[config.mk]
export PLATFORM = sky130hd
export DESIGN_NAME = byte_serializer
export DESIGN_NICKNAME = d
export VERILOG_FILES = /design/src/hdl/dwnld_pkg.sv /design/src/hdl/byte_serializer.sv
export SDC_FILE = /design/constraint.sdc
export NUM_CORES = 1
export LEC_CHECK = 0
export ABC_AREA = 0
export BUFFER_PORTS_ARGS = -buffer_cell sky130_fd_sc_hd__buf_4
export CAP_MARGIN = 40
export CORE_ASPECT_RATIO = 0.75
export CORE_MARGIN = 2
export CORE_UTILIZATION = 35
export CTS_CLUSTER_SIZE = 24
export DETAILED_ROUTE_END_ITERATION = 12
export SETUP_SLACK_MARGIN = 0.4
export SLEW_MARGIN = 20
export SYNTH_ARGS = -nofsm -noshare
export SYNTH_HDL_FRONTEND = slang
export SYNTH_SLANG_ARGS = --single-unit
[constraint.sdc]
create_clock -name clk -period 2.65 [get_ports clk]
set_input_delay 0.265 -clock clk [delete_from_list [all_inputs] [get_ports clk]]
set_output_delay 0.265 -clock clk [all_outputs]
set_load 0.1 [all_outputs]
[src/hdl/dwnld_pkg.sv]
/* Shared types and constants for the ROM download block:
   menu indices, serializer states, DDR burst geometry */
package dwnld_pkg;

    // Menu index carried by each host file
    typedef enum logic [7:0] {
        IDX_ROM   = 8'h00,  // ROM image, direct or through DDR
        IDX_MOD   = 8'h01,  // Core mode byte
        IDX_NVRAM = 8'h02,
        IDX_CHEAT = 8'h10,
        IDX_DIPSW = 8'd254  // Four DIP switch bytes
    } dwnld_idx_e;

    // Per-byte serializer sequence
    typedef enum logic [1:0] {
        SER_LOAD  = 2'd0,   // Buffer address settles, RAM read
        SER_SETUP = 2'd1,   // Word capture on byte 0
        SER_WRITE = 2'd2,   // Strobe to core
        SER_WAIT  = 2'd3    // prog_rdy or timeout
    } ser_state_e;

    // Burst geometry
    localparam int BURST_BITS = 7;                          // log2 words per burst
    localparam logic [7:0] BURST_WORDS = 8'd128;            // ddram_burstcnt value
    localparam int PAGE_BITS = 29 - 4 - BURST_BITS;         // DDR page counter width

    // Upper nibble of DDR word address, 0x3000_0000 byte region
    localparam logic [3:0] DDR_REGION = 4'd3;

    localparam int ADDR_BITS = 27;                          // ioctl and hps addresses

    // Cycles spent in SER_WAIT before giving up on prog_rdy
    localparam logic [5:0] WAIT_LIMIT = 6'd63;

    localparam logic [6:0] CORE_MOD_RESET = 7'd1;

endpackage

[src/hdl/byte_serializer.sv]
/* Byte serializer: buffered 64-bit words out as paced byte writes,
   prog_rdy handshake with timeout, running byte address */
module byte_serializer (
    input  logic                              rst,
    input  logic                              clk,
    input  logic                              ddr_active,
    input  logic                              page_ready,
    input  logic                              prog_rdy,
    input  logic [63:0]                       buf_q,
    output logic [dwnld_pkg::BURST_BITS-1:0]  buf_raddr,
    output logic                              tx_done,
    output logic                              ser_we,
    output logic [dwnld_pkg::ADDR_BITS-1:0]   ser_addr,
    output logic [7:0]                        ser_data
);
    import dwnld_pkg::*;

    ser_state_e  state;
    logic [5:0]  wait_cnt;          // Cycles spent in SER_WAIT
    logic [63:0] shreg;             // Current word, low byte goes next
    logic        running;
    logic        step;              // Byte accepted or timed out

    assign running   = ddr_active && !tx_done;
    assign step      = running && state == SER_WAIT &&
                       (prog_rdy || wait_cnt == WAIT_LIMIT - 6'd1);
    assign buf_raddr = ser_addr[BURST_BITS+2:3];   // Word within the page
    assign ser_we    = running && state == SER_WRITE;
    assign ser_data  = shreg[7:0];

    always_ff @(posedge clk or posedge rst) begin
        if (rst) begin
            state    <= SER_LOAD;
            wait_cnt <= '0;
            tx_done  <= 1'b1;
            ser_addr <= '0;
        end else if (!ddr_active) begin
            // Drop any partial page
            state    <= SER_LOAD;
            wait_cnt <= '0;
            tx_done  <= 1'b1;
            ser_addr <= '0;
        end else if (page_ready) begin
            tx_done  <= 1'b0;           // New page in buffer
            state    <= SER_LOAD;
            wait_cnt <= '0;
        end else if (!tx_done) begin
            case (state)
                SER_LOAD:  state <= SER_SETUP;
                SER_SETUP: state <= SER_WRITE;
                SER_WRITE: begin
                    state    <= SER_WAIT;
                    wait_cnt <= '0;
                end
                SER_WAIT: begin
                    wait_cnt <= wait_cnt + 1'b1;
                    if (step) begin
                        state    <= SER_LOAD;
                        ser_addr <= ser_addr + 1'b1;
                        if (&ser_addr[BURST_BITS+2:0])
                            tx_done <= 1'b1;    // Last byte of page
                    end
                end
                default: state <= SER_LOAD;
            endcase
        end
    end

    // Word register, loaded on byte 0 and shifted after each byte
    always_ff @(posedge clk) begin
        if (running && state == SER_SETUP && ser_addr[2:0] == 3'd0)
            shreg <= buf_q;
        else if (step)
            shreg <= {8'd0, shreg[63:8]};
    end

endmodule

# After elaboration in Yosys (flattened, before gate mapping)
# Index checks and enable logic that the tools add are counted.
[totals] out_inout_bits=44 ff_bits=100 elab_cells=55 inputBits=69
[op_classes] eq_ne=11 n_reduce_logical=15 n_mux=22 add_sub_neg=2
[op_table] operator="27-bit 2-to-1 mux" count=5
[op_table] operator="64-bit 2-to-1 mux" count=2
[op_table] operator="27-bit by 1-bit adder with 27-bit output, second input constant" count=1
[op_table] operator="6-bit 2-to-1 mux" count=3
[op_table] operator="6-bit case mux with 2 select lines" count=1
[op_table] operator="10-bit AND reduction" count=1
[op_table] operator="2-bit 2-to-1 mux" count=4
[op_table] operator="2-bit case mux with 4 select lines" count=1
[op_table] operator="6-bit by 1-bit adder with 6-bit output, second input constant" count=1
[op_table] operator="6-bit equality test, second input constant" count=1
[op_table] operator="1-bit logical AND" count=6
[op_table] operator="1-bit 2-to-1 mux" count=6
[op_table] operator="2-bit equality test, second input constant" count=2
[op_table] operator="2-bit by 1-bit != test with 1-bit output, second input constant" count=2
[op_table] operator="2-bit != test, second input constant" count=2
[op_table] operator="4-bit by 1-bit != test with 1-bit output, second input constant" count=1
[op_table] operator="4-bit != test, second input constant" count=1
[op_table] operator="2-bit AND reduction" count=2
[op_table] operator="4-bit AND reduction" count=1
[op_table] operator="3-bit logical NOT" count=1
[op_table] operator="3-bit != test, second input constant" count=1
[op_table] operator="2-bit by 1-bit equality test with 1-bit output, second input constant" count=1
[op_table] operator="2-bit logical NOT" count=1
[op_table] operator="2-bit nonzero test" count=1
[op_table] operator="other kinds (2)" count=2

# Logic depth before layout (Yosys ltp)
[logic_depth] ltp_word=9 ltp_mapped=9 ltp_nobuf=7

# Least setup slack after synthesis
# OpenSTA, ideal clock, no wires.
[synth_timing] kind="reg-to-reg" from="register ser_addr[0] (netlist name)" to="register shreg[0], enable pin" path_buffers=1 path_slack_ns=-0.244 arrival_ns=2.496 setup_ns=0.398 required_time_ns=2.252 stages_incl_launch_ff=7 cell_sequence="dfrtp_1 > inv_1 > ha_1 > nand3_1 > nor2_1 > clkbuf_1 > a31o_2"
[synth_via] elab_chain_cells=3
[synth_rtl] element="from (decl)" line="byte_serializer.sv:13" text="output logic [dwnld_pkg::ADDR_BITS-1:0] ser_addr,"
[synth_rtl] element="from (signal assigned)" line="byte_serializer.sv:59" text="ser_addr <= ser_addr + 1'b1;"
[synth_rtl] element="3-bit logical NOT" line="byte_serializer.sv:71" text="if (running && state == SER_SETUP && ser_addr[2:0] == 3'd0)"
[synth_rtl] element="1-bit logical AND" line="byte_serializer.sv:71"
[synth_rtl] element="2-bit nonzero test (no source line)"
[synth_rtl] element="to (signal assigned)" line="byte_serializer.sv:72" text="shreg <= buf_q;"
[synth_rtl] element="to (signal assigned)" line="byte_serializer.sv:74" text="shreg <= {8'd0, shreg[63:8]};"
[synth_rtl] element="to (decl)" line="byte_serializer.sv:20" text="logic [63:0] shreg;"
# No other way between the ends.
# A chain may end at the register's enable or synchronous reset.

# Worst setup path in the final report
[layout_timing] from="register state[0]" to="register ser_addr[23] (netlist name)"
[layout_via] elab_chain_cells=5 word_cells_on_any_way=6 cone_classes="3 x eq/ne; 3 x reduce/logical"
[layout_rtl] element="from (decl)" line="byte_serializer.sv:18" text="ser_state_e state;"
[layout_rtl] element="from (signal assigned)" line="byte_serializer.sv:33" text="state <= SER_LOAD;"
[layout_rtl] element="from (signal assigned)" line="byte_serializer.sv:39" text="state <= SER_LOAD;"
[layout_rtl] element="from (signal assigned)" line="byte_serializer.sv:45" text="state <= SER_LOAD;"
[layout_rtl] element="2-bit equality test *" line="byte_serializer.sv:25, byte_serializer.sv:48"
[layout_rtl] element="1-bit logical AND (2 in a row)" line="byte_serializer.sv:25" text="assign step = running && state == SER_WAIT &&"
[layout_rtl] element="2-bit by 1-bit != test with 1-bit output (no source line)"
[layout_rtl] element="4-bit AND reduction (no source line) *"
# Every way passes the cells marked *; elsewhere a longest branch is shown, timed or not.

==> PnR_summary.wiki <==
{| class="wikitable"
! Metric !! Value
|-
| Clock-pin transition on the worst setup and hold timing paths || ~0.070 ns
|-
| DR pass1 iterations || 4
|-
| Tot GR Track Use || a little over an eighth
|-
| Hold Fails Final Rpt || 0
|-
| Async set-reset flop share out of synthesis || 36.00%
|-
| Remaining DRCs || 0
|-
| Final routed wirelength across all metal layers || 9700 um
|-
| Post-synthesis to final-layout area growth || 27.62%
|-
| Worst-skew pair later-pin latency || approximately 0.35 ns
|-
| Startpoint of the most critical setup path || state[0]
|-
| DRT iter0 DRCs || 142
|-
| Arrival time reported for the critical path endpoint || 2.34 ns
|-
| Largest net degree at the start of global routing || 65
|-
| Leakage Power || about 0.0024 uW
|-
| Unrepaired setup endpoints after global routing || yes
|-
| Power per cell area || around 500 nW/um^2
|-
| Cell area after layout || 6140 um^2
|-
| Worst r2r path cells || 6
|-
| Initial Util || 35.47%
|-
| Dominant cell type by area after synthesis || sky130_fd_sc_hd__edfxtp_1
|-
| Synth Warn # || 0
|-
| Headroom to the max-slew limit || ~58%
|-
| Via count of the routed design || between 3k and 4k
|-
| Instance area at placement || approximately 6000 um^2
|-
| Clock tree buffer depth || 2
|-
| Final Slew Violations || 0
|-
| Post-synth EDFFs || 64
|-
| Run status || complete, no violations
|-
| Number of sinks on the clock net || 100
|-
| Diode insertion count for antenna repair || 0
|-
| X dimension of the die || approximately 140 um
|-
| Number of top-level design ports || roughly 110
|-
| Net count of the finished layout || around 540
|-
| Count of buffers inserted at the top-level ports || 112
|-
| Cell breakdown of the critical path || ha_2, nand4bb_4, nor4_4, nand2_1, o311ai_0, o41ai_1
|-
| Number of global-route vias before repair || around 3k
|-
| CP Capture Type || flip-flop
|-
| Capturing instance or port of the critical path || ser_addr[23]
|-
| Area share of the leading cell type in the synthesized netlist || 39.95%
|-
| Transition time at the pin with the least slew margin || 0.6181 ns
|-
| Depth of the CTS H-tree || 3
|-
| Tmin final || about 2.1 ns
|-
| Core outline area || 13560 um^2
|-
| Synth area leaders || sky130_fd_sc_hd__edfxtp_1 40%, sky130_fd_sc_hd__dfrtp_1 18%, sky130_fd_sc_hd__mux2_2 13%
|-
| Reported max-cap violation count || 0
|-
| Cell with the biggest individual delay on the critical path || sky130_fd_sc_hd__dfrtp_1
|-
| Initial antenna violation count || 0
|-
| Worst Path Max Fanout || 8
|-
| Clock tree skew after final layout || just over 0.007 ns
|-
| Filler Cells Inserted || between 1k and 1.5k
|-
| Startpoint of the lowest-slack register-to-register path || state[0]
|-
| Fraction of layout cells with a size suffix above 1 || 45.53%
|-
| IR drop worst, VDD || between 0.0002 and 0.0003 V
|-
| Period utilisation layout || about four fifths
|-
| Vert. Die Dim || between 100 and 150 um
|-
| Sequential area share after synthesis || about three fifths
|-
| Number of cells produced by synthesis || ~360
|-
| GR Overflow Total || 0
|-
| Setup slack after layout || between 0.5 and 0.6 ns
|-
| Clock root buffer || sky130_fd_sc_hd__clkbuf_16
|-
| Seq cells post-synth || 100
|-
| WS Path Type || flip-flop to flip-flop
|-
| Worst setup SP type || flip-flop
|-
| Wire length of the first global-routing pass || 15320 um
|-
| Row Count || 37
|-
| WL/cell || ~15 um
|-
| Worst slack after detailed placement || 0.3165 ns
|-
| Die area || 14710 um^2
|-
| Netlist area before placement || about 4800 um^2
|-
| Flop-to-flop setup slack || 0.52 ns
|-
| Post-DR vias/cell || 4.777
|-
| Number of nets still failing antenna checks after routing || 0
|-
| Average cell area after synthesis || around 13 um^2
|-
| Clock tree from TritonCTS || built
|-
| HP Class || input pin to flip-flop
|-
| Syn_nets || approximately 440
|-
| R2r endpoint || ser_addr[23]
|-
| HPWL Detailed || between 6000 and 7000 um
|-
| Most instantiated flip-flop cell in the synthesis netlist || sky130_fd_sc_hd__edfxtp_1
|-
| Hold-critical path depth || 2
|-
| Gp weighted congestion || between 0.7 and 0.8
|-
| Maximum achievable frequency || roughly 470 MHz
|-
| Total negative slack for setup checks || 0 ns
|-
| Required time of the critical path || between 2 and 3 ns
|-
| Number of clock buffers inserted by TritonCTS || 9
|-
| Number of distinct library cells after synthesis || 39
|-
| Final setup violation count || 0
|-
| Critical Path Max Stage Delay || a little over 0.4 ns
|}
## worst max-delay path, delay by kind of cell, from the launching register on
kind,cells,cell delay (ns)
AO/OA/AOI/OAI,2,0.52
adder cells (fa/ha/maj),1,0.32
flip-flops,1,0.41
AND/OR/NAND/NOR,3,0.75
## kinds of logic (layout without fill, tap and decap cells)
family / after synthesis / after routing / share of synthesized area, %
flops: 100 / 100 / 58.70
fa+ha+maj: 7 / 7 / 1.820
simple gates: 109 / 109 / 14.04
xor+xnor: 21 / 21 / 3.823
compound gates: 30 / 30 / 4.057
buf+inv: 37 / 146 / 4.213
mux: 57 / 57 / 13.34
## final cells by class
cell class	instances	area, um^2	area share (%)
Sequential cell	100	2841	46.28
Clock inverter	7	57.56	0.9374
Timing Repair Buffer	122	963.4	15.69
Multi-Input combinational cell	224	1803	29.37
Inverter	8	30.03	0.4891
Tap cell	175	219.0	3.566
Clock buffer	9	225.2	3.668
## state kept, by name, indices dropped and copies added, names as in the netlist
signal / count
shreg: 64
wait_cnt: 6
ser_addr: 27
state: 2
tx_done: 1
## layout by cell type, fill, tap and decap left out, types with 9 or more instances in the layout
master / count
sky130_fd_sc_hd__nand4_1: 13
sky130_fd_sc_hd__nand3_1: 18
sky130_fd_sc_hd__o21ai_0: 13
sky130_fd_sc_hd__buf_4: 117
sky130_fd_sc_hd__xnor2_1: 21
sky130_fd_sc_hd__and3_1: 9
sky130_fd_sc_hd__nand2_1: 11
sky130_fd_sc_hd__edfxtp_1: 64
sky130_fd_sc_hd__mux2_2: 57
sky130_fd_sc_hd__and2_1: 31
sky130_fd_sc_hd__dfrtp_1: 25
sky130_fd_sc_hd__clkbuf_16: 9
## worst min path at each step
stage | to | startpoint | slack, ns
3_5_place_dp | wait_cnt[1] | rst | 0.29
3_3_place_gp | tx_done | page_ready | 0.47
2_1_floorplan | tx_done | page_ready | 0.34
5_1_grt | tx_done | page_ready | 0.12
4_1_cts | tx_done | page_ready | 0.1
6_report | tx_done | page_ready | 0.11
## metrics by stage
stage | hold slack [ns] | total power (uW) | util (%) | instances
2_1_floorplan | 0.3402 | 1765 | - | 361
3_3_place_gp | 0.4731 | 1858 | 42.86 | 625
3_5_place_dp | 0.2891 | 1864 | 42.98 | 626
4_1_cts | 0.09630 | 3139 | 45.13 | 643
5_1_grt | 0.1224 | 3207 | 45.26 | 645
6_report | 0.1112 | 3085 | 45.26 | 645
## power by group
part | switching (uW) | internal, uW | total [uW] | leakage (uW)
Combinational | 70.0 | 92.1 | 162 | 0.00124
Clock | 603 | 654 | 1260 | 0.000137
Sequential | 5.89 | 1660 | 1670 | 0.00105
## layer usage
layer / track usage, % / vias up / wire (um)
met5: 0 / - / 0
met4: 4.113 / 0 / 140
met3: 4.180 / 12 / 622
met2: 19.64 / 83 / 4294
met1: 18.58 / 1469 / 4643
li1: - / 1517 / -
## Yosys cell counts, drive strengths merged (4+ instances only)
master / instances
xnor2: 21
a21boi: 4
nand2: 12
inv: 8
ha: 7
mux2: 57
and3: 9
clkbuf: 7
buf: 22
nor2: 9
and2: 31
o21ai: 13
nand3: 18
edfxtp: 64
nand4: 14
dfrtp: 35
## timing repair
| item | in CTS | in global routing |
|---|---|---|
| setup endpoints to repair | 1 | 5 |
| hold buffers | 1 | 0 |
| endpoints found under the hold margin | 6 | 0 |
| setup buffers | 0 | 2 |
| resized for setup | 0 | 1 |
| pin swaps | 1 | 1 |
No activity file was read; power rests on OpenSTA's default activity.
