File: config.mk
export PLATFORM = sky130hd
export DESIGN_NAME = dwnld_ctrl
export DESIGN_NICKNAME = d
export VERILOG_FILES = /design/src/hdl/dwnld_pkg.sv /design/src/hdl/dwnld_ctrl.sv
export SDC_FILE = /design/constraint.sdc
export NUM_CORES = 1
export LEC_CHECK = 0
export BUFFER_PORTS_ARGS = -buffer_cell sky130_fd_sc_hd__buf_4
export CAP_MARGIN = 5
export CORE_MARGIN = 2
export CORE_UTILIZATION = 35
export DETAILED_ROUTE_END_ITERATION = 10
export PLACE_DENSITY_LB_ADDON = 0.08
export SKIP_CTS_REPAIR_TIMING = 1
export SYNTH_ARGS = -nofsm -noshare
export SYNTH_HDL_FRONTEND = slang
export SYNTH_SLANG_ARGS = --single-unit
File: constraint.sdc
create_clock -name clk -period 2.05 [get_ports clk]
set_input_delay 0 -clock clk [delete_from_list [all_inputs] [get_ports clk]]
set_output_delay 0 -clock clk [all_outputs]
set_load 0.02 [all_outputs]
File: src/hdl/dwnld_pkg.sv
/* Shared types and constants for the ROM download block:
   menu indices, serializer states, DDR burst geometry */
package dwnld_pkg;

    // Menu index carried by each host file
    typedef enum logic [7:0] {
        IDX_ROM   = 8'h00,  // ROM image, direct or through DDR
        IDX_MOD   = 8'h01,  // Core mode byte
        IDX_NVRAM = 8'h02,
        IDX_CHEAT = 8'h10,
        IDX_DIPSW = 8'd254  // Four DIP switch bytes
    } dwnld_idx_e;

    // Per-byte serializer sequence
    typedef enum logic [1:0] {
        SER_LOAD  = 2'd0,   // Buffer address settles, RAM read
        SER_SETUP = 2'd1,   // Word capture on byte 0
        SER_WRITE = 2'd2,   // Strobe to core
        SER_WAIT  = 2'd3    // prog_rdy or timeout
    } ser_state_e;

    // Burst geometry
    localparam int BURST_BITS = 7;                          // log2 words per burst
    localparam logic [7:0] BURST_WORDS = 8'd128;            // ddram_burstcnt value
    localparam int PAGE_BITS = 29 - 4 - BURST_BITS;         // DDR page counter width

    // Upper nibble of DDR word address, 0x3000_0000 byte region
    localparam logic [3:0] DDR_REGION = 4'd3;

    localparam int ADDR_BITS = 27;                          // ioctl and hps addresses

    // Cycles spent in SER_WAIT before giving up on prog_rdy
    localparam logic [5:0] WAIT_LIMIT = 6'd63;

    localparam logic [6:0] CORE_MOD_RESET = 7'd1;

endpackage

File: src/hdl/dwnld_ctrl.sv
/* Index decode, core mode and DIP registers, download start and stop
   detection, ioctl output selection between host and serializer */
module dwnld_ctrl (
    input  logic                           rst,
    input  logic                           clk,
    input  logic                           hps_download,
    input  logic [7:0]                     hps_index,
    input  logic                           hps_wr,
    input  logic [dwnld_pkg::ADDR_BITS-1:0] hps_addr,
    input  logic [7:0]                     hps_dout,
    input  logic                           dwnld_busy,
    input  logic                           ser_we,
    input  logic [dwnld_pkg::ADDR_BITS-1:0] ser_addr,
    input  logic [7:0]                     ser_data,
    output logic                           downloading,
    output logic                           hps_wait,
    output logic                           ddr_active,
    output logic [dwnld_pkg::ADDR_BITS-1:0] ddr_len,
    output logic                           ioctl_rom_wr,
    output logic                           ioctl_ram,
    output logic                           ioctl_cheat,
    output logic [dwnld_pkg::ADDR_BITS-1:0] ioctl_addr,
    output logic [7:0]                     ioctl_dout,
    output logic [6:0]                     core_mod,
    output logic [31:0]                    dipsw
);
    import dwnld_pkg::*;

    logic            last_dwn;      // hps_download one cycle ago
    logic            last_busy;     // dwnld_busy one cycle ago
    logic            wr_latch;      // ROM byte seen in this file
    logic            ddr_dwn;       // DDR path running
    logic [3:0][7:0] dsw;           // DIP bytes, byte 0 lowest

    logic dwn_rise;
    logic dwn_fall;
    logic busy_fall;
    logic ddr_end;

    assign dwn_rise  = hps_download && !last_dwn;
    assign dwn_fall  = !hps_download && last_dwn;
    assign busy_fall = last_busy && !dwnld_busy;
    assign ddr_end   = ddr_dwn && (ser_addr == ddr_len);   // All bytes sent

    assign hps_wait   = ddr_dwn;
    assign ddr_active = ddr_dwn;
    assign dipsw      = dsw;

    // Host bytes pass straight through unless DDR path owns the bus
    always_comb begin
        if (ddr_dwn) begin
            ioctl_rom_wr = ser_we;
            ioctl_addr   = ser_addr;
            ioctl_dout   = ser_data;
        end else begin
            ioctl_rom_wr = hps_wr && (hps_index == IDX_ROM || hps_index == IDX_NVRAM);
            ioctl_addr   = hps_addr;
            ioctl_dout   = hps_dout;
        end
    end

    // Index flags, one cycle behind
    always_ff @(posedge clk or posedge rst) begin
        if (rst) begin
            ioctl_ram   <= 1'b0;
            ioctl_cheat <= 1'b0;
        end else begin
            ioctl_ram   <= hps_download && (hps_index == IDX_NVRAM);
            ioctl_cheat <= hps_download && (hps_index == IDX_CHEAT);
        end
    end

    // Configuration registers
    always_ff @(posedge clk or posedge rst) begin
        if (rst) begin
            core_mod <= CORE_MOD_RESET;
            dsw      <= '1;                 // All switches off
        end else if (hps_wr) begin
            // Odd address is the duplicate write of a 16-bit host transfer
            if (hps_index == IDX_MOD && !hps_addr[0])
                core_mod <= hps_dout[6:0];
            if (hps_index == IDX_DIPSW && hps_addr[ADDR_BITS-1:2] == '0)
                dsw[hps_addr[1:0]] <= hps_dout;
        end
    end

    // Download start and stop
    always_ff @(posedge clk or posedge rst) begin
        if (rst) begin
            last_dwn    <= 1'b0;
            last_busy   <= 1'b0;
            wr_latch    <= 1'b0;
            ddr_dwn     <= 1'b0;
            downloading <= 1'b0;
            ddr_len     <= '0;
        end else begin
            last_dwn  <= hps_download;
            last_busy <= dwnld_busy;
            if (dwn_rise && hps_index == IDX_ROM) begin
                downloading <= 1'b1;
                wr_latch    <= 1'b0;
            end else if (hps_wr && hps_index == IDX_ROM) begin
                wr_latch <= 1'b1;
            end
            if (dwn_fall && downloading) begin
                if (wr_latch) begin
                    downloading <= 1'b0;    // Plain host download done
                end else begin
                    // Empty file, length given by final address
                    ddr_len <= hps_addr;
                    ddr_dwn <= 1'b1;
                end
            end
            if (busy_fall || ddr_end) begin
                downloading <= 1'b0;
                ddr_dwn     <= 1'b0;
            end
        end
    end

endmodule

* Word-level counts from Yosys, hierarchy flattened
Index checks and enable logic that the tools add are counted.
** Word-level totals
- Bits in registers :: 73
- Input port bits :: 84
- Word-level logic and storage cells :: 64
** Operators by class
- Equality and inequality tests :: 6
- Muxes and demuxes :: 15
- Bitwise gates (word level) :: 1
- Reduce and logical (&&, ||, !) cells :: 27
- $lt $le $gt $ge :: 2
** Operators with widths (count)
- 32-bit bitwise mux :: 1
- 27-bit == test :: 1
- 27-bit two-way mux :: 1
- 25-bit zero test :: 1
- 8-bit demux with 2-bit select :: 1
- 8-bit two-way mux :: 2
- 1-bit logical AND :: 13
- 1-bit two-way mux :: 10
- 8-bit by 1-bit == test with 1-bit output, second input constant :: 1
- 8-bit by 2-bit == test with 1-bit output, second input constant :: 1
- 8-bit by 5-bit == test with 1-bit output, second input constant :: 1
- 8-bit == test, second input constant :: 1
- 8-bit zero test :: 1
- 2-bit AND reduction :: 4
- 1-bit zero test :: 4
- 2-bit nonzero test :: 2
- 2-bit by 3-bit less-than comparator with 1-bit output, second input constant :: 1
- 2-bit by 1-bit >= comparator with 1-bit output, second input constant :: 1
- 1-bit logical OR :: 2
- 2-bit by 1-bit != test with 1-bit output, second input constant :: 1
- 1-bit NOT :: 1

* Logic depth before layout (Yosys ltp)
- Word-level depth :: 7
- Mapped depth :: 6

* Least setup slack after synthesis
No wires, ideal clock.
- Path type :: register to register
- From :: register downloading
- To :: register ddr_len[10] (netlist bit)
- Cell stages (with the launch flop) :: 5
- Data arrival time :: 1.816 ns
- Required time :: 1.925 ns
- Buffers on the path :: 2
- Setup slack :: 0.109 ns
- Clock period less this slack :: 1.941 ns
- Cell sequence :: dfrtp_1 nor4bb_1 clkbuf_1 buf_1 mux2_2
** On the way
- Word-level cells in the longest chain between the ends :: 2
** RTL lines
- start: declaration :: line dwnld_ctrl.sv:15 : output logic downloading,
- start signal: assignment :: line dwnld_ctrl.sv:94 : downloading <= 1'b0;
- start signal: assignment :: line dwnld_ctrl.sv:100 : downloading <= 1'b1;
- start signal: assignment :: line dwnld_ctrl.sv:107 : downloading <= 1'b0;
- 1-bit logical AND :: line dwnld_ctrl.sv:105 : if (dwn_fall && downloading) begin
- 2-bit AND reduction (no line)
- end signal: assignment :: line dwnld_ctrl.sv:110 : ddr_len <= hps_addr;
- end: declaration :: line dwnld_ctrl.sv:18 : output logic [dwnld_pkg::ADDR_BITS-1:0] ddr_len,
Every way passes these cells.
A chain may end at the register's enable or synchronous reset.

* Worst setup path in the final report
- From :: input hps_index[1]
- To :: register core_mod[5]
** On the way
- Word-level cells in the longest chain between the ends :: 3
** RTL lines
- start: declaration :: line dwnld_ctrl.sv:7 : input logic [7:0] hps_index,
- 8-bit by 1-bit == test with 1-bit output :: line dwnld_ctrl.sv:80 : if (hps_index == IDX_MOD && !hps_addr[0])
- 1-bit logical AND :: line dwnld_ctrl.sv:80
- 2-bit AND reduction (no line)
- end signal: assignment :: line dwnld_ctrl.sv:81 : core_mod <= hps_dout[6:0];
- end: declaration :: line dwnld_ctrl.sv:24 : output logic [6:0] core_mod,
Every way passes these cells.

==> metrics.txt <==
# TYPE chip_impl_metric gauge
chip_impl_info{name="result_of_the_run",value="finished with violations"} 1
chip_impl_info{name="failed_checks",value="negative hold slack"} 1
chip_impl_metric{name="drt.antenna.violating_nets",unit=""} 0
chip_impl_metric{name="leakage",unit="nW"} 2.87
chip_impl_metric{name="clock_path_buffers",unit=""} 2
chip_impl_metric{name="nets",unit=""} 591
chip_impl_metric{name="cts_made_buffers",unit=""} 9
chip_impl_metric{name="final-setup-viol-count",unit=""} 0
chip_impl_metric{name="slew_violations",unit=""} 0
chip_impl_metric{name="globalRouteTotalUtil",unit="%"} 19.2
chip_impl_metric{name="power.share.sequential",unit="%"} 46.1
chip_impl_metric{name="floorplan.die.height",unit="um"} 106
chip_impl_metric{name="switching_share",unit="%"} 24.2
chip_impl_metric{name="route.detailed.drc",unit=""} 0
chip_impl_metric{name="floorplan.core_area",unit="mm2"} 0.0102
chip_impl_metric{name="worst_setup_hold_path_clk_slew",unit="ns"} 0.08
chip_impl_metric{name="htree_num_levels",unit=""} 3
chip_impl_metric{name="p_per_area",unit="mW/mm2"} 531
chip_impl_metric{name="grt_first_pass_wirelength",unit="mm"} 16.6
chip_impl_metric{name="io-pin-count",unit=""} 191
chip_impl_metric{name="layout_min_cycle_time",unit="ns"} 1.93
chip_impl_metric{name="tightest_pin_transition",unit="ns"} 0.647
chip_impl_metric{name="post_drt_wl_per_cell",unit="um"} 17.0
chip_impl_info{name="crit_path_start_kind",value="input port"} 1
chip_impl_metric{name="initial_utilization",unit="%"} 35.5
chip_impl_metric{name="placement.io_buffers",unit=""} 190
chip_impl_info{name="worstPathCellList",value="dlygate4sd3_1, buf_4, or4_1, nor3_1, nand2_1, mux2_2"} 1
chip_impl_metric{name="syn-cell-area",unit="mm2"} 0.00362
chip_impl_metric{name="place_hpwl",unit="mm"} 8.17
chip_impl_info{name="worstSetupPathType",value="in -> reg"} 1
chip_impl_info{name="mostFrequentLayoutCell",value="buf_4"} 1
chip_impl_metric{name="die-area",unit="mm2"} 0.0112
chip_impl_metric{name="number_of_flip_flops_under_the_largest_register_name",unit=""} 32
chip_impl_metric{name="maxCapViolCount",unit=""} 0
chip_impl_metric{name="row_count",unit=""} 37
chip_impl_metric{name="post-place-ws",unit="ns"} -0.181
chip_impl_metric{name="worst-path-max-fanout",unit=""} 7
chip_impl_info{name="critical_path_startpoint",value="hps_index[1]"} 1
chip_impl_metric{name="max_slew_margin",unit="%"} 56.8
chip_impl_info{name="regToRegStartpoint",value="ddr_len[9]$_DFFE_PP0P_"} 1
chip_impl_metric{name="drive_above_1_share",unit="%"} 70.5
chip_impl_metric{name="worst-path-buf-inv",unit=""} 2
chip_impl_metric{name="data_required_time_of_the_worst_path",unit="ns"} 2.27
chip_impl_info{name="cp-end-kind",value="flop"} 1
chip_impl_metric{name="syn_to_final_growth",unit="%"} 65.3
chip_impl_metric{name="ys_ff_latch",unit=""} 73
chip_impl_info{name="hold_start",value="hps_wr"} 1
chip_impl_info{name="rsz_0062_raised_after_global_routing",value="no"} 1
chip_impl_metric{name="yosys_warnings",unit=""} 0
chip_impl_info{name="clock_tree.root_cell",value="clkbuf_8"} 1
chip_impl_metric{name="detailedRoute.firstPassIterationCount",unit=""} 4
chip_impl_metric{name="antenna_cells_inserted",unit=""} 0
chip_impl_info{name="final_cell_mix",value="buf_4 (198), mux2_2 (101), dlygate4sd3_1 (40)"} 1
chip_impl_info{name="cpLargestDelayFamily",value="simple AND/OR/NAND/NOR gates"} 1
chip_impl_metric{name="finalCritPeriodShare",unit="%"} 94.1
chip_impl_metric{name="via_count_of_the_first_global_routing_pass",unit=""} 2973
chip_impl_metric{name="worst_clock_skew_on_the_final_layout",unit="ns"} 0.00483
chip_impl_info{name="slowest_stage_cell_crit_path",value="or4_1"} 1
chip_impl_metric{name="fmax",unit="GHz"} 0.519
chip_impl_metric{name="final.setup.tns",unit="ns"} 0
chip_impl_info{name="type_of_the_most_critical_hold_path",value="in -> reg"} 1
chip_impl_metric{name="net_count_synth",unit=""} 345
chip_impl_metric{name="vias_cell",unit=""} 4.72
chip_impl_metric{name="delay_of_the_slowest_cell_on_the_worst_path",unit="ns"} 0.57
chip_impl_metric{name="fp.dieW",unit="um"} 106
chip_impl_metric{name="power.total",unit="mW"} 3.18
chip_impl_metric{name="finalWeightedCongestion",unit=""} 0.764
chip_impl_metric{name="comb_power_share",unit="%"} 15.7
chip_impl_metric{name="drt-initial-drc-count",unit=""} 78
chip_impl_info{name="cts_tree",value="done"} 1
chip_impl_metric{name="grt_start_max_net_pins",unit=""} 37
chip_impl_metric{name="power_switching",unit="mW"} 0.771
chip_impl_metric{name="synth.distinct_cells",unit=""} 28
chip_impl_metric{name="antenna_found_initial",unit=""} 0
chip_impl_metric{name="synth_cells",unit=""} 261
chip_impl_metric{name="fin_ws",unit="ns"} 0.122
chip_impl_metric{name="finalHoldViolCount",unit=""} 1
chip_impl_metric{name="clock_latency",unit="ns"} 0.34
chip_impl_metric{name="power_frac_clock",unit="%"} 38.1
chip_impl_metric{name="worst_ir_drop_vdd",unit="mV"} 0.282
chip_impl_metric{name="finalHoldWorstSlack",unit="ns"} -0.0187
chip_impl_metric{name="grt_overflow_total",unit=""} 0
chip_impl_metric{name="fillers",unit=""} 904
chip_impl_metric{name="p_int",unit="mW"} 2.41
chip_impl_metric{name="postRouteWirelength",unit="mm"} 11.0
chip_impl_metric{name="synth_sequential_area_ratio",unit="%"} 51.6
chip_impl_metric{name="worst-endpoint-arrival",unit="ns"} 2.15
chip_impl_metric{name="synth_area_per_cell",unit="um2"} 13.9
chip_impl_metric{name="cts.sink_count",unit=""} 73
chip_impl_metric{name="dr_total_vias",unit=""} 3052
-- cell usage after synthesis (all sizes together) --
master	count	area share (%)
mux2	101	31
dfrtp	40	28
dfstp	33	24
xnor2	15	3.6
xor2	12	2.9
nor4	8	1.4
buf	6	0.76
nand2	6	0.62
nand4	5	0.86
nor2	5	0.59
nor3	4	0.86
or4	4	0.83
a21oi	3	0.41
clkbuf	3	0.31
nor4b	3	0.73
inv	2	0.21
nand3	2	0.28
nor3b	2	1.0
nor4bb	2	0.55
and3	1	0.17
and4b	1	0.28
nand4b	1	0.24
o21ai	1	0.14
o22ai	1	0.17
-- layout make-up --
cell class	instances	area, um2	share of cell area, %
repair buffers	244	2010	33.5
flip-flops and latches	73	1870	31.2
multi-input cells	177	1720	28.8
well taps	136	170	2.84
clock buffers	9	124	2.07
clock inverters	6	83.8	1.40
inverters	2	7.51	0.125
-- worst paths after layout --
kind                                            to  slack (ns)  cells after the start
setup reg to reg            ddr_active$_DFFE_PP0P_        0.32                      5
max in group asynchronous    dipsw[13]$_DFFE_PP1P_        1.04                      4
setup / recovery           core_mod[5]$_DFFE_PP0P_        0.12                      6
hold / removal                wr_latch$_DFFE_PP0P_       -0.02                      3
hold reg to reg            core_mod[4]$_DFFE_PP0P_        0.52                      1
min in group asynchronous   ddr_len[5]$_DFFE_PP0P_        0.32                      3
-- worst min-delay path: cells and delay by family --
kind            cells  cell delay [ns]
buf+inv             1             0.11
compound gates      2             0.17
-- through the flow --
| step | hold slack, ns | utilization, % | area [um2] | instances |
|---|---|---|---|---|
| after floorplan | 0.0314 | - | 3620 | 261 |
| after global placement | 0.120 | 52.8 | 5370 | 592 |
| after detailed placement | 0.121 | 52.8 | 5370 | 592 |
| after CTS | -0.260 | 54.8 | 5580 | 607 |
| after global routing | 0.00209 | 58.7 | 5980 | 647 |
| final | -0.0187 | 58.7 | 5980 | 647 |
-- power by group through the flow --
| stage | clock, mW | combinational [mW] | sequential (mW) |
|---|---|---|---|
| global route | 1.31 | 0.539 | 1.47 |
| CTS | 1.26 | 0.446 | 1.47 |
| floorplan | 0 | 0.154 | 1.50 |
| finish | 1.21 | 0.500 | 1.47 |
| detailed placement | 0 | 0.444 | 1.49 |
| global placement | 0 | 0.441 | 1.49 |
-- kinds of logic after synthesis --
| group | after synthesis | synth area share, % |
|---|---|---|
| xor gates and xnor gates | 27 | 6.53 |
| AOI/OAI and AO/OA | 5 | 0.726 |
| buffers and inverters | 11 | 1.28 |
| muxes | 101 | 31.4 |
| DFF | 73 | 51.6 |
| and+or+nand+nor | 44 | 8.43 |
-- layer usage --
layer  routed length, um  global-route usage, %
met1                4840                   25.8
met2                5300                   29.9
met3                 698                   5.50
met4                 151                   6.02
met5                   0                      0
Note: power is estimated with default switching activity, not from simulation.
