==> config.mk <==
export PLATFORM = sky130hd
export DESIGN_NAME = ddr_page_reader
export DESIGN_NICKNAME = d
export VERILOG_FILES = /design/src/hdl/dwnld_pkg.sv /design/src/hdl/ddr_page_reader.sv
export SDC_FILE = /design/constraint.sdc
export NUM_CORES = 1
export LEC_CHECK = 0
export BUFFER_PORTS_ARGS = -buffer_cell sky130_fd_sc_hd__buf_4
export CAP_MARGIN = 5
export CORE_AREA = 2 2 89 91
export CTS_CLUSTER_SIZE = 30
export DETAILED_ROUTE_END_ITERATION = 7
export DIE_AREA = 0 0 91 93
export PLACE_DENSITY_LB_ADDON = 0.05
export SLEW_MARGIN = 10
export SYNTH_ARGS = -nofsm -noshare
export SYNTH_HDL_FRONTEND = slang
export SYNTH_SLANG_ARGS = --single-unit
export TNS_END_PERCENT = 100
==> constraint.sdc <==
create_clock -name clk -period 3 [get_ports clk]
set_input_delay 0.3 -clock clk [delete_from_list [all_inputs] [get_ports clk]]
set_output_delay 0.3 -clock clk [all_outputs]
set_load 0.02 [all_outputs]
==> src/hdl/dwnld_pkg.sv <==
/* Shared types and constants for the ROM download block:
   menu indices, serializer states, DDR burst geometry */
package dwnld_pkg;

    // Menu index carried by each host file
    typedef enum logic [7:0] {
        IDX_ROM   = 8'h00,  // ROM image, direct or through DDR
        IDX_MOD   = 8'h01,  // Core mode byte
        IDX_NVRAM = 8'h02,
        IDX_CHEAT = 8'h10,
        IDX_DIPSW = 8'd254  // Four DIP switch bytes
    } dwnld_idx_e;

    // Per-byte serializer sequence
    typedef enum logic [1:0] {
        SER_LOAD  = 2'd0,   // Buffer address settles, RAM read
        SER_SETUP = 2'd1,   // Word capture on byte 0
        SER_WRITE = 2'd2,   // Strobe to core
        SER_WAIT  = 2'd3    // prog_rdy or timeout
    } ser_state_e;

    // Burst geometry
    localparam int BURST_BITS = 7;                          // log2 words per burst
    localparam logic [7:0] BURST_WORDS = 8'd128;            // ddram_burstcnt value
    localparam int PAGE_BITS = 29 - 4 - BURST_BITS;         // DDR page counter width

    // Upper nibble of DDR word address, 0x3000_0000 byte region
    localparam logic [3:0] DDR_REGION = 4'd3;

    localparam int ADDR_BITS = 27;                          // ioctl and hps addresses

    // Cycles spent in SER_WAIT before giving up on prog_rdy
    localparam logic [5:0] WAIT_LIMIT = 6'd63;

    localparam logic [6:0] CORE_MOD_RESET = 7'd1;

endpackage

==> src/hdl/ddr_page_reader.sv <==
/* DDR burst reader: one request per page, beat counting into the
   burst buffer, page pointer advance */
module ddr_page_reader (
    input  logic                             rst,
    input  logic                             clk,
    input  logic                             ddr_active,
    input  logic                             tx_done,
    input  logic                             ddram_busy,
    input  logic [63:0]                      ddram_dout,
    input  logic                             ddram_dout_ready,
    output logic                             ddram_rd,
    output logic [7:0]                       ddram_burstcnt,
    output logic [28:0]                      ddram_addr,
    output logic                             buf_we,
    output logic [dwnld_pkg::BURST_BITS-1:0] buf_waddr,
    output logic [63:0]                      buf_wdata,
    output logic                             page_ready
);
    import dwnld_pkg::*;

    logic                  rd_pend;     // Request waiting for busy low
    logic                  beat_wait;   // Burst in flight
    logic [BURST_BITS-1:0] beat_cnt;
    logic [PAGE_BITS-1:0]  page;
    logic                  beat_ok;

    assign beat_ok = beat_wait && ddram_dout_ready && !ddram_busy;

    // Request only leaves when DDR can take it
    assign ddram_rd       = rd_pend && ddr_active && !ddram_busy;
    assign ddram_burstcnt = BURST_WORDS;
    assign ddram_addr     = {DDR_REGION, page, {BURST_BITS{1'b0}}};

    assign buf_we    = beat_ok;
    assign buf_waddr = beat_cnt;
    assign buf_wdata = ddram_dout;

    always_ff @(posedge clk or posedge rst) begin
        if (rst) begin
            rd_pend    <= 1'b0;
            beat_wait  <= 1'b0;
            beat_cnt   <= '0;
            page       <= '0;
            page_ready <= 1'b0;
        end else if (!ddr_active) begin
            // Idle, next download starts at page 0
            rd_pend    <= 1'b0;
            beat_wait  <= 1'b0;
            beat_cnt   <= '0;
            page       <= '0;
            page_ready <= 1'b0;
        end else begin
            page_ready <= 1'b0;                     // Single-cycle pulse
            if (!ddram_busy) begin
                if (rd_pend)
                    rd_pend <= 1'b0;                // Accepted this cycle
                if (!beat_wait) begin
                    beat_cnt <= '0;
                    // Serializer idle and no page just handed over
                    if (tx_done && !page_ready) begin
                        rd_pend   <= 1'b1;
                        beat_wait <= 1'b1;
                    end
                end else if (ddram_dout_ready) begin
                    beat_cnt <= beat_cnt + 1'b1;
                    if (&beat_cnt) begin            // Last beat of burst
                        beat_wait  <= 1'b0;
                        page_ready <= 1'b1;
                        page       <= page + 1'b1;
                    end
                end
            end
        end
    end

endmodule

# Yosys cells after proc, flatten, opt, wreduce, memory -nomap -nowiden
# Index checks and enable logic that the tools add are counted.
[totals] regBits=28 input_bits=70 out_inout_bits=111 wordCells=45
[classes] add_sub_neg=2 n_eq_ne=5 mux=23 reduce_logical=10
[ops] operator="2-to-1 mux 18 bit" count=5
[ops] operator="2-to-1 mux 7 bit" count=4
[ops] operator="adder 18 x 1 -> 18 bit (second input constant)" count=1
[ops] operator="2-to-1 mux 1 bit" count=14
[ops] operator="adder 7 x 1 -> 7 bit (second input constant)" count=1
[ops] operator="AND reduction 7 bit" count=1
[ops] operator="inequality test 2 x 1 -> 1 bit (second input constant)" count=3
[ops] operator="logical AND 1 bit" count=5
[ops] operator="AND reduction 4 bit" count=1
[ops] operator="inequality test 3 bit (second input constant)" count=1
[ops] operator="zero test 1 bit" count=2
[ops] operator="inequality test 2 bit (second input constant)" count=1
[ops] operator="AND reduction 2 bit" count=1

# Depth between registers and ports, before layout
# Gate-level depths: netlist of run 1.
[logic_depth] depth_word=6 mapped_depth=6 ltp_nobuf=5

# Worst setup path after synthesis of run 1
# OpenSTA, ideal clock, no wires.
[synth_path] kind="register to register" start="register beat_cnt[0], in the netlist buf_waddr[0]" end="register page[13]" arrival_time_ns=2.156 required_ns=2.922 setup_slack_ns=0.766 stages_incl_launch_ff=7 path_buffers=1 path_cell_list="dfrtp_1 > ha_1 > nand3_2 > or4_1 > buf_2 > or4_1 > a21boi_1"
[synth_between] elab_chain_len=3
[synth_rtl] element="start: declaration" line="ddr_page_reader.sv:23" text="logic [BURST_BITS-1:0] beat_cnt;"
[synth_rtl] element="start signal: assignment" line="ddr_page_reader.sv:65" text="beat_cnt <= beat_cnt + 1'b1;"
[synth_rtl] element="AND reduction 7 bit" line="ddr_page_reader.sv:66" text="if (&beat_cnt) begin"
[synth_rtl] element="inequality test 2 x 1 -> 1 bit (no line)"
[synth_rtl] element="AND reduction 4 bit (no line)"
[synth_rtl] element="end signal: assignment" line="ddr_page_reader.sv:69" text="page <= page + 1'b1;"
[synth_rtl] element="end: declaration" line="ddr_page_reader.sv:24" text="logic [PAGE_BITS-1:0] page;"
# Every way passes these cells.
# A chain may end at the register's enable or synchronous reset.

# Final worst setup path of run 1
[layout_path] start="register beat_cnt[0], in the netlist buf_waddr[0]" end="register page[16]"
# Same word-level chain as after synthesis.

==> impl_results.md, run 1 <==
* Clock latency at the later pin of the worst-skew pair at 0.27 ns
* Sequential share of the synthesized area at 0.3224
* CP Capture Type: register
* Cells after Synth at 245
* CTS tree: yes
* Post-cts sizing count at 0
* Final HPWL DP at 4041 µm
* DRC violations left at 0
* Postcts setup bufs at 0
* Drt via density at between 4 and 5
* Die area at 8463 µm²
* Final worst-path cycle share at 0.7785
* Async SR Flop Fraction at 1.000
* Ports at 181
* Root Driver: clkbuf_8
* Setup violators final at 0
* Fin nets at 281
* CTS buffer count at 3
* Post-synthesis mux area share at 0.03282
* Leakage at roughly 0.96 nW
* Hold-fix buffers, CTS at 0
* Max transition margin at 0.4967
* Synth Area in Compound Gates at 0.09154
* Simple-gate area share of the yosys netlist at 0.2130
* Synth unique cells at 40
* Routed vias at approximately 1400
* Largest net degree at the start of global routing at 38
* Clk network pwr share at 0.350
* Storage cell area at 700.7 µm²
* Layout cells sized above 1 at 0.2067
* HP Class: primary input to async pin
* Max-cap violations at 0
* Setup_tns at 0 ns
* Antenna fix cells at 0
* #FFs+latches synth at 28
* Fin. max-slew vios at 0
* Sink Count at 28
* Sw power at 174.3 µW
* Critical path arrival at 2.54 ns
* Cell taking the most area after synthesis: dfrtp_1
* ANT nets after route at 0
* Site Rows at 32
* Initial antenna violation count at 0
* H-tree depth at 1
* First-pass GRT wire length at roughly 8000 µm
* Post-Syn Area at approximately 2200 µm²
* Port-buffer cells at 33
* DR WL/cell at between 15 and 20 µm
* Clk buf depth at 2
* Hold Violations, Final at 0
* Vias in the first global route at approximately 1400
* Congestion Overflow GR at 0
* Seq pwr share at 0.557
* EDFF count, synth at 0
* Core area at 7527 µm²
* Crit start category: register
* RSZ-0062 raised after global routing: false
* Synth Warn # at 0
* Global Route Usage Sum at 0.1184
* Clock-pin slew on the worst setup and hold paths at around 0.1 ns
* Yosys top cell area share at 0.3224
* Initial Util at 0.2887
* First-pass iteration count of the detailed router at 4
* Placed cells at roughly 300
* Die H at about 93 µm
* Final clock skew at 0.002815 ns
* R2r worst-path depth at 5
* Outcome: finished, final reports clean
* Net switching fraction of the power at 0.2540
* Internal at about 510 µW
* Min Tclk post-route at roughly 2.3 ns
* Area occupied by multi-input gates at slightly below 900 µm²
* Max FO, Critical Path at 11
* Worst slew pin tran at around 0.75 ns
* Post-route insts no fill at between 300 and 400
* Max IR drop VDD at approximately 160 µV
* WP data required at between 3 and 4 ns
* Synth Area in XOR/XNOR at 0.01612
* Largest family of logic cells by synthesized area: buffers and inverters
* Achievable frequency at 0.4282 GHz
* Die width at about 90 µm
* Drt total wl at 5266 µm
* # fillers at about 850
* Initial drt markers at 34
* Comb power frac at 0.093
* Final Wtd Congestion at approximately 0.7
* Area growth syn-to-layout at -7.139%
* Power Density at ~340 nW/µm²
* Setup CP Type: register to register
* Adder-cell share of the synthesized area at 0.01151
* Area contributors post-synth: dfrtp_1, buf_4, mux2i_1, nand2_1, nand2b_1
* Mean area per synthesized cell at 8.871 µm²
* Main synth FF type: dfrtp_1
-- flip-flops by register name (all words and copies together) (netlist names) --
| signal | cells |
|---|---|
| page_ready | 1 |
| beat_wait | 1 |
| page | 18 |
| buf_waddr | 7 |
| rd_pend | 1 |
-- worst max-delay path: stages (launching register included) --
cell,delay [ns]
dfrtp_1,0.46
ha_1,0.21
nand3_2,0.16
or4_1,0.73
or4_1,0.56
a21boi_1,0.15
-- routing by layer --
layer / vias up / GRT usage / share of wire
li1: 663 / - / -
met1: 662 / 0.1372 / 0.37
met2: 75 / 0.1957 / 0.49
met3: 30 / 0.03465 / 0.093
met4: 0 / 0.06818 / 0.045
met5: - / 0 / 0
-- power by group through the flow --
stage	Sequential, mW	Clock, mW	Combinational, mW
floorplan	0.388	0	0.195
global placement	0.390	0	0.0649
detailed placement	0.390	0	0.0657
CTS	0.383	0.256	0.0657
global route	0.383	0.269	0.0712
finish	0.382	0.240	0.0638
-- layout by cell type, fill, tap and decap left out --
cell type  netlist  final
nor4_1           2      2
nand3_1         10     10
buf_4           83     35
a22oi_1          1      1
nor3_1           1      1
nand3_2          1      1
xnor2_1          2      2
o21a_1           1      1
nand2b_1         8      8
nor3b_1          2      2
inv_1            2      2
or3_1            7      7
o2111ai_1        1      1
mux2_2           1      1
nand4b_1         2      2
conb_1           2     19
o31ai_1          4      4
and3b_1          1      1
nor2_1           3      3
nand4b_4         1      1
and3_1           2      2
xor2_1           2      2
dfrtp_1         28     28
o41ai_1          2      2
mux2i_1          6      6
o21ai_0          8      8
or4_1            5      5
nor2b_1          4      4
clkbuf_8         0      4
nand4_1          4      4
o311ai_0         2      2
ha_1             2      2
o211ai_1         1      1
or2_2            1      1
and4_1           2      2
and2_1           5      5
nand2_1         16     16
a21boi_1         5      5
a21oi_1          5      5
-- final timing paths --
| check | startpoint | end | slack (ns) |
|---|---|---|---|
| setup / recovery | buf_waddr[0] | page[16] | 0.66 |
| hold / removal | rst | buf_waddr[0] | 0.1 |
| setup reg to reg | buf_waddr[0] | page[16] | 0.66 |
| hold reg to reg | rd_pend | rd_pend | 0.56 |
| max in group asynchronous | rst | page[5] | 2.61 |
| min in group clk | ddram_busy | rd_pend | 0.37 |
-- synth_stat cells (3+ instances only) --
master and instances:
or3_1 7, nand3_1 10, and2_1 5, o21ai_0 8, mux2i_1 6, a21oi_1 5, nor2b_1 4, nor2_1 3
clkbuf_1 7, buf_4 83, nand4_1 4, dfrtp_1 28, or4_1 5, buf_2 3, o31ai_1 4, a21boi_1 5
nand2_1 16, nand2b_1 8
-- logic make-up after synthesis --
family,after synthesis
DFF,28
xor gates and xnor gates,4
AOI/OAI and AO/OA,30
other,2
and+or+nand+nor,77
muxes,7
buffers and inverters,95
adders and majority gates,2
-- through the flow --
step / setup WS [ns] / total power [mW] / hold slack, ns / instance area, µm² / utilization
5_1_grt: 0.5277 / 0.7234 / 0.1350 / 2018 / 0.2681
3_3_place_gp: 0.6980 / 0.4547 / 0.4142 / 1963 / 0.2608
3_5_place_dp: 0.6777 / 0.4556 / 0.4258 / 1963 / 0.2608
6_report: 0.6645 / 0.6863 / 0.09628 / 2018 / 0.2681
2_1_floorplan: 0.7664 / 0.5830 / 0.3654 / 2237 / -
4_1_cts: 0.6487 / 0.7042 / 0.1124 / 2018 / 0.2681
-- layout make-up --
| class | instances | area share |
|---|---|---|
| multi-input cells | 139 | 0.4284 |
| clock buffers | 4 | 0.02728 |
| repair buffers | 35 | 0.1302 |
| inverters | 2 | 0.003720 |
| well taps | 102 | 0.06324 |
| flip-flops and latches | 28 | 0.3472 |
No activity file was read; power rests on OpenSTA's default activity.
==> inputs of run 2 (changes only) <==
- ABC_AREA: unset -> 1
- CORE_AREA: 2 2 89 91 -> 2 2 92 94
- DIE_AREA: 0 0 91 93 -> 0 0 94 96
- clock period: 3 -> 1.9 ns (I/O delays scaled with it)
==> impl_results.md, run 2 <==
* ANT nets after route at 0
* Synth Warn # at 0
* Leakage at roughly 1.2 nW
* Synth cell count leaders: buf_4, nand2_1, inv_1
* Area occupied by multi-input gates at 910.9 µm²
* Synth unique cells at 31
* Dpl ws at between 0.2 and 0.3 ns
* Clock-pin slew on the worst setup and hold paths at 0.11 ns
* Final worst-path cycle share at 0.8610
* Worst R2R End: page[0]
* Initial antenna violation count at 0
* Clock latency at the later pin of the worst-skew pair at 0.29 ns
* Antenna fix cells at 0
* First-pass iteration count of the detailed router at 4
* First-pass GRT wire length at roughly 8400 µm
* Fin. max-slew vios at 0
* DRC violations left at 0
* Final WS setup at approximately 0.26 ns
* Die H at ~96 µm
* Worst R2R Setup Slack at around 0.26 ns
* CTS tree: yes
* Cells after Synth at between 300 and 400
* Area growth syn-to-layout at -4.757%
* Hold endpoint: rd_pend
* Yosys top cell area share at 0.2993
* Initial Util at 0.2908
* Post-Syn Area at roughly 2300 µm²
* Power, Total at between 1 and 1.5 mW
* Global Route Usage Sum at 0.1192
* Site Rows at 33
* Root Driver: clkbuf_8
* Final HPWL DP at between 3000 and 4000 µm
* Clk buf depth at 2
* Cell taking the most area after synthesis: dfrtp_1
* DR WL/cell at around 13 µm
* Setup CP Type: register to register
* Die width at between 90 and 100 µm
* Vias in the first global route at approximately 1600
* Final Wtd Congestion at between 0.7 and 0.8
* Drt via density at approximately 4.1
* Sequential share of the synthesized area at 0.2993
* Fin nets at around 370
* Commonest non-fill, non-tap cell in the layout: nand2_1
* Largest register by flop count: page
* Setup violators final at 0
* CP Capture Type: register
* Hold Violations, Final at 0
* Hold_ws at 0.2093 ns
* Worst reg2reg startpoint: buf_waddr[0]
* Max FFs per register at 18
* Setup_tns at 0 ns
* RSZ-0062 raised after global routing: false
* HP Class: primary input to register
* Drt total wl at 5152 µm
* Storage cell area at 700.7 µm²
* Congestion Overflow GR at 0
* Post-cts sizing count at 0
* Crit start category: register
* Largest net degree at the start of global routing at 29
* Max FO, Critical Path at 14
* #FFs+latches synth at 28
* Outcome: finished, final reports clean
* Initial drt markers at 54
* WP data required at ~2.1 ns
* Power Density at slightly below 600 nW/µm²
* Sink Count at 28
* Min Tclk post-route at approximately 1.6 ns
* Core area at 8051 µm²
* Worst hold start: tx_done
* Async SR Flop Fraction at 1.000
* Port-buffer cells at 33
* Most frequent cells in the layout: nand2_1, inv_1, buf_4
* Max IR drop VDD at around 310 µV
* R2r worst-path depth at 8
* CTS buffer count at 3
* Final clock skew at ~0.0095 ns
* Max-cap violations at 0
* Critical path arrival at between 1.5 and 2 ns
* # fillers at between 800 and 900
* Main synth FF type: dfrtp_1
* EDFF count, synth at 0
* H-tree depth at 1
* Die area at 9024 µm²
* Routed vias at approximately 1700
* Achievable frequency at about 0.61 GHz
* Area contributors post-synth: dfrtp_1, buf_4, nand2_1, inv_1, nor2_1
* Top-count cell post-synth: buf_4
* Layout cells sized above 1 at 0.1824
* Hold path cells at 3
* Mean area per synthesized cell at approximately 7.2 µm²
* Ports at 181
run 2: changes by cell type after synthesis, sizes merged, moves of 6 or more:
cell / delta
nand3: +6
mux2i: -6
nand2b: -8
inv: +36
nand2: +62
clkbuf: -7
nor2: +30
or3: -7
run 2: worst max-delay path by stage:
| stage | start | endpoint | depth (start not counted) | slack [ns] |
|---|---|---|---|---|
| after CTS | buf_waddr[0] | page[0] | 8 | 0.23 |
| after global placement | buf_waddr[1] | page[0] | 8 | 0.32 |
| final | buf_waddr[0] | page[0] | 8 | 0.26 |
| after floorplan | buf_waddr[0] | page[13] | 8 | 0.41 |
| after detailed placement | buf_waddr[0] | page[0] | 8 | 0.27 |
| after global routing | buf_waddr[1] | page[9] | 8 | 0.05 |
run 2: stage by stage:
stage / cells / utilization / instance area (µm²)
after detailed placement: 396 / 0.2668 / 2148
after floorplan: 342 / - / 2405
final: 401 / 0.2769 / 2230
after global placement: 396 / 0.2668 / 2148
after global routing: 401 / 0.2769 / 2230
after CTS: 401 / 0.2769 / 2230
run 2: final cells by class:
cell class                 instances  area share
tap                              105     0.05892
inverter                          38     0.06397
clock buffer                       3     0.01852
timing repair buffer              36      0.1223
sequential                        28      0.3143
clock inverter                     1     0.01347
multi-input combinational        190      0.4085
run 2: per-layer routing:
layer  global-route usage  wire length [µm]
met1               0.1481              2299
met2               0.2089              2552
met3              0.02741               242
met4              0.03019                57
met5                    0                 0
run 2: cell families (layout without fill, tap and decap cells):
group	count (synthesis)	after routing	synth area share
simple gates	141	141	0.2763
buf+inv	124	78	0.3389
flops	28	28	0.2993
compound gates	26	26	0.06414
fa+ha+maj	2	2	0.01069
other cells	2	19	0.003208
xor+xnor	2	2	0.007484
run 2: where the power goes:
| part | switching, mW | internal [mW] |
|---|---|---|
| Sequential | 0.0164 | 0.610 |
| Clock | 0.216 | 0.283 |
| Combinational | 0.117 | 0.0463 |
| Total | 0.350 | 0.939 |
run 2: repair_timing:
| item | 4_1_cts | 5_1_grt |
|---|---|---|
| hold buffers | 1 | 0 |
| hold endpoints to repair | 28 | 0 |
| endpoints found under the setup margin | 0 | 0 |
| buffers inserted | 0 | 0 |
run 2: worst max-delay path, stage by stage, from the launching register on:
cell     delay [ns]
dfrtp_1        0.43
ha_1           0.22
nand2_2        0.08
nor2_4         0.13
nand3_4        0.16
nand2_4        0.20
inv_2          0.14
nand2_1        0.07
o21ai_0        0.07
